## src/rtl/cpu_pkg.sv

```systemverilog
// widths, memory depth, opcode and bus source enums, control word and load word structs
package cpu_pkg;

    // datapath and address widths fixed by the instruction format
    localparam int data_width = 8;
    localparam int addr_width = 4;
    localparam int mem_depth  = 16;

    // high nibble of an instruction byte
    // codes not listed here decode as NOP
    typedef enum logic [3:0] {
        NOP = 4'd0,
        LDA = 4'd1,
        ADD = 4'd2,
        SUB = 4'd3,
        STA = 4'd4,
        LDI = 4'd5,
        JMP = 4'd6,
        JC  = 4'd7,
        JZ  = 4'd8,
        OUT = 4'd14,
        HLT = 4'd15
    } opcode_e;

    // which block drives the shared bus this cycle
    typedef enum logic [2:0] {
        BUS_NONE,
        BUS_PC,
        BUS_RAM,
        BUS_OPERAND,
        BUS_ACC,
        BUS_ALU
    } bus_src_e;

    // one cycle of control, all strobes active high
    typedef struct packed {
        bus_src_e bus_src;
        logic     pc_inc;
        logic     pc_load;
        logic     pc_clear;
        logic     mar_load;
        logic     ram_write;
        logic     ir_load;
        logic     acc_load;
        logic     b_load;
        logic     alu_sub;
        logic     flags_load;
        logic     out_load;
        // only in idle
        logic     load_allow;
    } ctrl_word_t;

    // one program byte on the load port
    typedef struct packed {
        logic [addr_width-1:0] addr;
        logic [data_width-1:0] data;
    } load_word_t;

endpackage

```

## src/rtl/control_block.sv

```systemverilog
// run/halt FSM and T-state microsequencer decoding the opcode into a control word
`timescale 1ns/1ps

module control_block (
    input  logic                clk,
    input  logic                reset,
    input  logic                run,
    input  cpu_pkg::opcode_e    opcode,
    input  logic                carry_flag,
    input  logic                zero_flag,
    input  logic                out_busy,
    output cpu_pkg::ctrl_word_t ctrl,
    output logic                halted
);
    import cpu_pkg::*;

    typedef enum logic [2:0] {
        state_idle,
        state_t0,
        state_t1,
        state_t2,
        state_t3,
        state_t4,
        state_halt
    } state_e;

    state_e state;
    state_e state_next;

    always_ff @(posedge clk) begin
        if (reset) begin
            state <= state_idle;
        end else begin
            state <= state_next;
        end
    end

    // sequencing, five cycles per instruction
    always_comb begin
        state_next = state;
        case (state)
            state_idle: begin
                if (run) begin
                    state_next = state_t0;
                end
            end
            state_t0: state_next = state_t1;
            state_t1: state_next = state_t2;
            state_t2: begin
                if (opcode == HLT) begin
                    state_next = state_halt;
                end else if (opcode == OUT && out_busy) begin
                    // hold here until the last value was taken
                    state_next = state_t2;
                end else begin
                    state_next = state_t3;
                end
            end
            state_t3: state_next = state_t4;
            state_t4: state_next = state_t0;
            state_halt: begin
                if (!run) begin
                    state_next = state_idle;
                end
            end
            default: state_next = state_idle;
        endcase
    end

    // control word decode from state and opcode
    always_comb begin
        ctrl = '0;
        ctrl.bus_src = BUS_NONE;
        case (state)
            state_idle: begin
                ctrl.load_allow = 1'b1;
                // pc back to zero as the run starts
                ctrl.pc_clear = run;
            end
            // fetch
            state_t0: begin
                ctrl.bus_src = BUS_PC;
                ctrl.mar_load = 1'b1;
            end
            state_t1: begin
                ctrl.bus_src = BUS_RAM;
                ctrl.ir_load = 1'b1;
                ctrl.pc_inc = 1'b1;
            end
            // execute
            state_t2: begin
                case (opcode)
                    LDA, ADD, SUB, STA: begin
                        ctrl.bus_src = BUS_OPERAND;
                        ctrl.mar_load = 1'b1;
                    end
                    LDI: begin
                        ctrl.bus_src = BUS_OPERAND;
                        ctrl.acc_load = 1'b1;
                    end
                    JMP, JC, JZ: begin
                        ctrl.bus_src = BUS_OPERAND;
                        ctrl.pc_load = (opcode == JMP) ||
                                       (opcode == JC && carry_flag) ||
                                       (opcode == JZ && zero_flag);
                    end
                    OUT: begin
                        if (!out_busy) begin
                            ctrl.bus_src = BUS_ACC;
                            ctrl.out_load = 1'b1;
                        end
                    end
                    default: ;
                endcase
            end
            state_t3: begin
                case (opcode)
                    LDA: begin
                        ctrl.bus_src = BUS_RAM;
                        ctrl.acc_load = 1'b1;
                    end
                    ADD, SUB: begin
                        ctrl.bus_src = BUS_RAM;
                        ctrl.b_load = 1'b1;
                    end
                    STA: begin
                        ctrl.bus_src = BUS_ACC;
                        ctrl.ram_write = 1'b1;
                    end
                    default: ;
                endcase
            end
            state_t4: begin
                if (opcode == ADD || opcode == SUB) begin
                    ctrl.bus_src = BUS_ALU;
                    ctrl.alu_sub = (opcode == SUB);
                    ctrl.acc_load = 1'b1;
                    ctrl.flags_load = 1'b1;
                end
            end
            default: ;
        endcase
    end

    assign halted = (state == state_halt);

endmodule

```

## src/rtl/program_counter.sv

```systemverilog
// four-bit program counter with increment, jump load and clear
`timescale 1ns/1ps

module program_counter (
    input  logic                           clk,
    input  logic                           reset,
    input  cpu_pkg::ctrl_word_t            ctrl,
    input  logic [cpu_pkg::data_width-1:0] bus_value,
    output logic [cpu_pkg::addr_width-1:0] pc
);
    import cpu_pkg::*;

    always_ff @(posedge clk) begin
        if (reset || ctrl.pc_clear) begin
            pc <= '0;
        end else if (ctrl.pc_load) begin
            // jump target is the low nibble
            pc <= bus_value[addr_width-1:0];
        end else if (ctrl.pc_inc) begin
            // wraps at sixteen
            pc <= pc + 1'b1;
        end
    end

endmodule

```

## src/rtl/alu.sv

```systemverilog
// adder/subtractor of accumulator and B with carry and zero flag registers
`timescale 1ns/1ps

module alu (
    input  logic                           clk,
    input  logic                           reset,
    input  cpu_pkg::ctrl_word_t            ctrl,
    input  logic [cpu_pkg::data_width-1:0] acc,
    input  logic [cpu_pkg::data_width-1:0] b,
    output logic [cpu_pkg::data_width-1:0] result,
    output logic                           carry_flag,
    output logic                           zero_flag
);
    import cpu_pkg::*;

    logic [data_width-1:0] b_operand;
    logic [data_width:0]   sum_ext;

    // two's complement subtract, invert b and carry in one
    assign b_operand = ctrl.alu_sub ? ~b : b;
    assign sum_ext = {1'b0, acc} + {1'b0, b_operand} + {{data_width{1'b0}}, ctrl.alu_sub};
    assign result = sum_ext[data_width-1:0];

    // flags only move on add/sub write-back
    always_ff @(posedge clk) begin
        if (reset) begin
            carry_flag <= 1'b0;
            zero_flag <= 1'b0;
        end else if (ctrl.flags_load) begin
            carry_flag <= sum_ext[data_width];
            zero_flag <= (result == '0);
        end
    end

endmodule

```

## src/rtl/program_memory.sv

```systemverilog
// memory address register, sixteen-byte RAM, bus write path and four-phase load port
`timescale 1ns/1ps

module program_memory (
    input  logic                           clk,
    input  logic                           reset,
    input  cpu_pkg::ctrl_word_t            ctrl,
    input  logic [cpu_pkg::data_width-1:0] bus_value,
    input  logic                           load_req,
    input  cpu_pkg::load_word_t            load_word,
    output logic                           load_ack,
    output logic [cpu_pkg::data_width-1:0] ram_data
);
    import cpu_pkg::*;

    logic [addr_width-1:0] mar;
    logic [data_width-1:0] mem [mem_depth];

    always_ff @(posedge clk) begin
        if (reset) begin
            mar <= '0;
        end else if (ctrl.mar_load) begin
            mar <= bus_value[addr_width-1:0];
        end
    end

    // program stores and host loads never overlap
    // load_allow is idle only, ram_write is T3 only
    always_ff @(posedge clk) begin
        if (ctrl.ram_write) begin
            mem[mar] <= bus_value;
        end else if (ctrl.load_allow && load_req && !load_ack) begin
            mem[load_word.addr] <= load_word.data;
        end
    end

    // four-phase ack
    always_ff @(posedge clk) begin
        if (reset) begin
            load_ack <= 1'b0;
        end else if (ctrl.load_allow && load_req && !load_ack) begin
            load_ack <= 1'b1;
        end else if (load_ack && !load_req) begin
            load_ack <= 1'b0;
        end
    end

    // asynchronous read at the MAR
    assign ram_data = mem[mar];

endmodule

```

## src/rtl/bus_registers.sv

```systemverilog
// bus multiplexer, accumulator, B register and instruction register
`timescale 1ns/1ps

module bus_registers (
    input  logic                           clk,
    input  logic                           reset,
    input  cpu_pkg::ctrl_word_t            ctrl,
    input  logic [cpu_pkg::addr_width-1:0] pc,
    input  logic [cpu_pkg::data_width-1:0] ram_data,
    input  logic [cpu_pkg::data_width-1:0] alu_result,
    output logic [cpu_pkg::data_width-1:0] bus_value,
    output logic [cpu_pkg::data_width-1:0] acc,
    output logic [cpu_pkg::data_width-1:0] b,
    output cpu_pkg::opcode_e               opcode
);
    import cpu_pkg::*;

    logic [data_width-1:0] ir;
    logic [addr_width-1:0] operand;

    // ir split, high nibble opcode, low nibble operand
    assign opcode = opcode_e'(ir[data_width-1:addr_width]);
    assign operand = ir[addr_width-1:0];

    // one driver per cycle, nothing selected reads zero
    always_comb begin
        case (ctrl.bus_src)
            BUS_PC:      bus_value = {{(data_width - addr_width){1'b0}}, pc};
            BUS_RAM:     bus_value = ram_data;
            BUS_OPERAND: bus_value = {{(data_width - addr_width){1'b0}}, operand};
            BUS_ACC:     bus_value = acc;
            BUS_ALU:     bus_value = alu_result;
            default:     bus_value = '0;
        endcase
    end

    always_ff @(posedge clk) begin
        if (reset) begin
            acc <= '0;
            b <= '0;
            ir <= '0;
        end else begin
            if (ctrl.acc_load) begin
                acc <= bus_value;
            end
            if (ctrl.b_load) begin
                b <= bus_value;
            end
            if (ctrl.ir_load) begin
                ir <= bus_value;
            end
        end
    end

endmodule

```

## src/rtl/output_port.sv

```systemverilog
// output register with four-phase req/ack handshake and busy status
`timescale 1ns/1ps

module output_port (
    input  logic                           clk,
    input  logic                           reset,
    input  cpu_pkg::ctrl_word_t            ctrl,
    input  logic [cpu_pkg::data_width-1:0] bus_value,
    input  logic                           out_ack,
    output logic                           out_req,
    output logic [cpu_pkg::data_width-1:0] out_value,
    output logic                           out_busy
);

    // value held stable for the whole handshake
    always_ff @(posedge clk) begin
        if (ctrl.out_load) begin
            out_value <= bus_value;
        end
    end

    // out_load is only issued while not busy
    always_ff @(posedge clk) begin
        if (reset) begin
            out_req <= 1'b0;
            out_busy <= 1'b0;
        end else if (ctrl.out_load) begin
            out_req <= 1'b1;
            out_busy <= 1'b1;
        end else begin
            // req drops once the host acks
            if (out_req && out_ack) begin
                out_req <= 1'b0;
            end
            // free again after the ack has fallen
            if (out_busy && !out_req && !out_ack) begin
                out_busy <= 1'b0;
            end
        end
    end

endmodule

```

## src/rtl/cpu_top.sv

```systemverilog
// top level of the accumulator CPU, datapath blocks and control wiring
`timescale 1ns/1ps

module cpu_top (
    input  logic                           clk,
    input  logic                           reset,
    input  logic                           run,
    input  logic                           load_req,
    input  cpu_pkg::load_word_t            load_word,
    output logic                           load_ack,
    output logic                           out_req,
    output logic [cpu_pkg::data_width-1:0] out_value,
    input  logic                           out_ack,
    output logic                           halted
);
    import cpu_pkg::*;

    ctrl_word_t            ctrl;
    opcode_e               opcode;
    logic [data_width-1:0] bus_value;
    logic [data_width-1:0] ram_data;
    logic [data_width-1:0] alu_result;
    logic [data_width-1:0] acc;
    logic [data_width-1:0] b;
    logic [addr_width-1:0] pc;
    logic                  carry_flag;
    logic                  zero_flag;
    logic                  out_busy;

    // sequencer
    control_block control_block_i (
        .clk(clk),
        .reset(reset),
        .run(run),
        .opcode(opcode),
        .carry_flag(carry_flag),
        .zero_flag(zero_flag),
        .out_busy(out_busy),
        .ctrl(ctrl),
        .halted(halted)
    );

    program_counter program_counter_i (
        .clk(clk),
        .reset(reset),
        .ctrl(ctrl),
        .bus_value(bus_value),
        .pc(pc)
    );

    alu alu_i (
        .clk(clk),
        .reset(reset),
        .ctrl(ctrl),
        .acc(acc),
        .b(b),
        .result(alu_result),
        .carry_flag(carry_flag),
        .zero_flag(zero_flag)
    );

    // mar, ram and host load port
    program_memory program_memory_i (
        .clk(clk),
        .reset(reset),
        .ctrl(ctrl),
        .bus_value(bus_value),
        .load_req(load_req),
        .load_word(load_word),
        .load_ack(load_ack),
        .ram_data(ram_data)
    );

    // bus owner
    bus_registers bus_registers_i (
        .clk(clk),
        .reset(reset),
        .ctrl(ctrl),
        .pc(pc),
        .ram_data(ram_data),
        .alu_result(alu_result),
        .bus_value(bus_value),
        .acc(acc),
        .b(b),
        .opcode(opcode)
    );

    output_port output_port_i (
        .clk(clk),
        .reset(reset),
        .ctrl(ctrl),
        .bus_value(bus_value),
        .out_ack(out_ack),
        .out_req(out_req),
        .out_value(out_value),
        .out_busy(out_busy)
    );

endmodule

```

## config.mk

```make
export PLATFORM = sky130hd
export DESIGN_NAME = cpu_top
export DESIGN_NICKNAME = d
export VERILOG_FILES = /design/src/rtl/cpu_pkg.sv /design/src/rtl/control_block.sv /design/src/rtl/program_counter.sv /design/src/rtl/alu.sv /design/src/rtl/program_memory.sv /design/src/rtl/bus_registers.sv /design/src/rtl/output_port.sv /design/src/rtl/cpu_top.sv
export SDC_FILE = /design/constraint.sdc
export NUM_CORES = 1
export LEC_CHECK = 0
export BUFFER_PORTS_ARGS = -buffer_cell sky130_fd_sc_hd__buf_2
export CAP_MARGIN = 30
export CORE_MARGIN = 4
export CORE_UTILIZATION = 35
export DETAILED_ROUTE_END_ITERATION = 10
export GPL_ROUTABILITY_DRIVEN = 0
export PLACE_DENSITY = 0.54
export SYNTH_ARGS = -nofsm -noshare
export SYNTH_HDL_FRONTEND = slang
export SYNTH_HIERARCHICAL = 1
export SYNTH_SLANG_ARGS = --single-unit
```

## constraint.sdc

```tcl
create_clock -name clk -period 3.35 [get_ports clk]
set_input_delay 0.67 -clock clk [delete_from_list [all_inputs] [get_ports clk]]
set_output_delay 0.67 -clock clk [all_outputs]
set_load 0.03 [all_outputs]
```

==> impl_metrics.ini <==
[clocking]
path_clk_slew_ns = 0.07
clk_path_buf_depth = 2
clk_latency_ns = 0.44
clockRootBuffer = clkbuf_16
ctsHoldBuffers = 0
cts_buffers = 17
cts_tree = done
cts.sinks = 180
htree_num_levels = 4

[synth]
synth_area_um2 = 8210
synth_edf_count = 136
yosysWarningCount = 6
syn_nets = 599
synth_seq_cells = 180
ys.flop_type = edfxtp_1
syn_avg_cell_area_um2 = 14.3
synthTopCellsByArea = edfxtp_1 50%, dfxtp_1 11%, mux4_1 5.1%
yosysTopAreaCell = edfxtp_1
postSynthCellCount = 573
async_flop_share = 0
ys_types = 68
synth_top_area_frac = 0.498
synth.yosys.seq_area_share = 0.605

[grt]
grt_overflow = 0
grt_pass1_wl_mm = 28.9
grt_max_degree = 41
grtUsageTotal = 0.146
antenna_found_initial = 0
grt_pass1_vias = 4916

[setup_path]
cp_max_fo = 8
cp.arrival_ns = 3.39
crit_type = reg -> reg
required_ns = 3.52
crit_path_start_kind = flop
worst_setup_path_end_kind = flop

[die]
core_um2 = 22800
rows = 55
die_h_um = 161
die_w_um = 161
dieArea_um2 = 26000
initial_core_util = 0.359
io_pins = 28

[finish]
stdcell_count = 964
register_area_um2 = 4970
final_cell_mix = 136 x edfxtp_1, 57 x buf_4, 42 x nor2_1, 41 x dfxtp_1, 27 x buf_2
drive_gt1_frac = 0.286
n_antenna_cell = 0
area_growth_pct = 16.9
multiInputGateArea_um2 = 2970
final_common_cell = edfxtp_1
fill_cells = 2120
nNetsFinal = 664

[run]
cap_violations = 0

[power_and_ir_drop]
clkPwrFrac = 0.384
intPower_uw = 3740
power_frac_seq = 0.499
swShare = 0.263
power_frac_comb = 0.117
peakVddDrop_uv = 414
p_sw_uw = 1330
power.leakage_uw = 0.00335
cellPowerDensity_nw_per_um2 = 529

[sta]
max_freq_ghz = 0.311
hold_viol_final = 0
period_share = 0.960
tightest_slew_ns = 0.878
fin_tns_setup_ns = 0
drv_slew = 0
relSlewSlack = 0.415
finClkSkew_ns = 0.0129
fin_crit_ns = 3.22
setup_viol = 0

[placed_design]
io_buffers = 27
place_inst = 921
dpl.hpwl_mm = 13.1

[route]
wire_per_inst_um = 19.7
via_count = 4865
viasPerCell = 5.05
drt_wl_total_mm = 19.0
drt-initial-drc-count = 210
drc = 0
first_pass_iters = 5
ant_nets = 0

[min_path]
hp-class = reg -> reg

[status]
status = complete, no violations
[worst max-delay path, stage by stage (launching register included)]
cell	delay [ns]
dfxtp_2	0.34
nor3_4	0.20
nand4_1	0.15
nor2_2	0.13
buf_6	0.16
xor2_2	0.08
buf_4	0.14
ha_1	0.28
nand4_1	0.13
o22a_1	0.22
a21oi_2	0.18
xnor2_2	0.15
inv_1	0.06
mux2i_1	0.12
nor2_1	0.07
a21oi_2	0.15
inv_2	0.07
mux2_4	0.32
[final timing paths]
| path | startpoint | end | slack [ns] | cells after the start |
|---|---|---|---|---|
| setup / recovery | bus_registers_i/ir[7] | program_memory_i/mem[11][7] | 0.13 | 17 |
| hold reg to reg | bus_registers_i/ir[1] | bus_registers_i/ir[1] | 0.48 | 2 |
| setup reg to reg | bus_registers_i/ir[7] | program_memory_i/mem[11][7] | 0.13 | 17 |
| hold / removal | bus_registers_i/ir[1] | bus_registers_i/ir[1] | 0.48 | 2 |
[cell type report]
type / count / area share
clock buffer: 17 / 0.0444
inverter: 23 / 0.00900
timing repair buffer: 86 / 0.0620
tap: 313 / 0.0408
multi-input combinational: 330 / 0.309
clock inverter: 15 / 0.0163
sequential: 180 / 0.518
[power groups by stage]
stage	Sequential (uW)	Combinational (uW)	Clock, uW
floorplan	2570	396	0
global placement	2580	565	0
detailed placement	2580	579	0
CTS	2530	580	1990
global route	2530	646	2100
finish	2530	596	1950
[cells in the mapped netlist (3+ instances only)]
library cell     instances
edfxtp_1               136
dfxtp_1                 44
nor2_1                  43
inv_1                   23
nor3_1                  23
nand2_1                 20
a22oi_1                 19
a21oi_1                 17
mux2i_1                 17
mux4_1                  16
mux4_2                  16
buf_4                   14
a211oi_1                12
nand2b_1                11
xor2_1                  11
buf_2                   10
mux2_2                  10
o21ai_0                 10
nor2b_1                  9
ha_1                     8
nand3_1                  8
and2_1                   7
buf_6                    7
a211oi_2                 6
a21oi_2                  6
clkbuf_1                 6
nand4_1                  4
and2b_1                  3
clkdlybuf4s25_2          3
o21a_1                   3
o31a_1                   3
xnor2_1                  3
[cells by family after synthesis]
kind of cell	count (synthesis)	share of synthesized area
buffers and inverters	65	0.0483
flip-flops	180	0.605
adder cells (fa/ha/maj)	9	0.0146
XOR/XNOR	14	0.0149
AND/OR/NAND/NOR	140	0.0863
AO/OA/AOI/OAI	103	0.0968
multiplexers	62	0.134
[routing by layer]
layer	vias up	track usage	share of wire
met5	-	0	0
met3	14	0.0273	0.030
met1	2444	0.190	0.44
met4	0	0.0461	0.013
met2	70	0.250	0.51
li1	2337	-	-
[state kept, by name, summed over array words and instances, names as in the netlist, 3 cells and up, named ones only]
| name | flops |
|---|---|
| bus_registers_i/acc | 8 |
| output_port_i/out_value | 8 |
| bus_registers_i/ir | 8 |
| control_block_i/state | 3 |
| program_memory_i/mem | 128 |
| program_counter_i/pc | 4 |
| bus_registers_i/b | 8 |
| program_memory_i/mar | 4 |
[metrics by stage]
stage | cell area, um2 | util | setup WS, ns | hold WS, ns | total power (uW)
finish | 9590 | 0.420 | 0.135 | 0.481 | 5080
global route | 9590 | 0.420 | -0.0238 | 0.509 | 5280
CTS | 9450 | 0.414 | 0.00737 | 0.485 | 5100
detailed placement | 8860 | 0.388 | -0.0151 | 0.472 | 3160
global placement | 8860 | 0.388 | 0.136 | 0.467 | 3140
floorplan | 8240 | - | -0.0422 | 0.443 | 2960
[repair_timing]
action / in CTS / in global routing
cloned: 0 / 2
endpoints found under the setup margin: 32 / 82
pin swaps: 0 / 10
resized for setup: 2 / 15
setup buffers: 0 / 9
(Power assumes the default switching activity.)
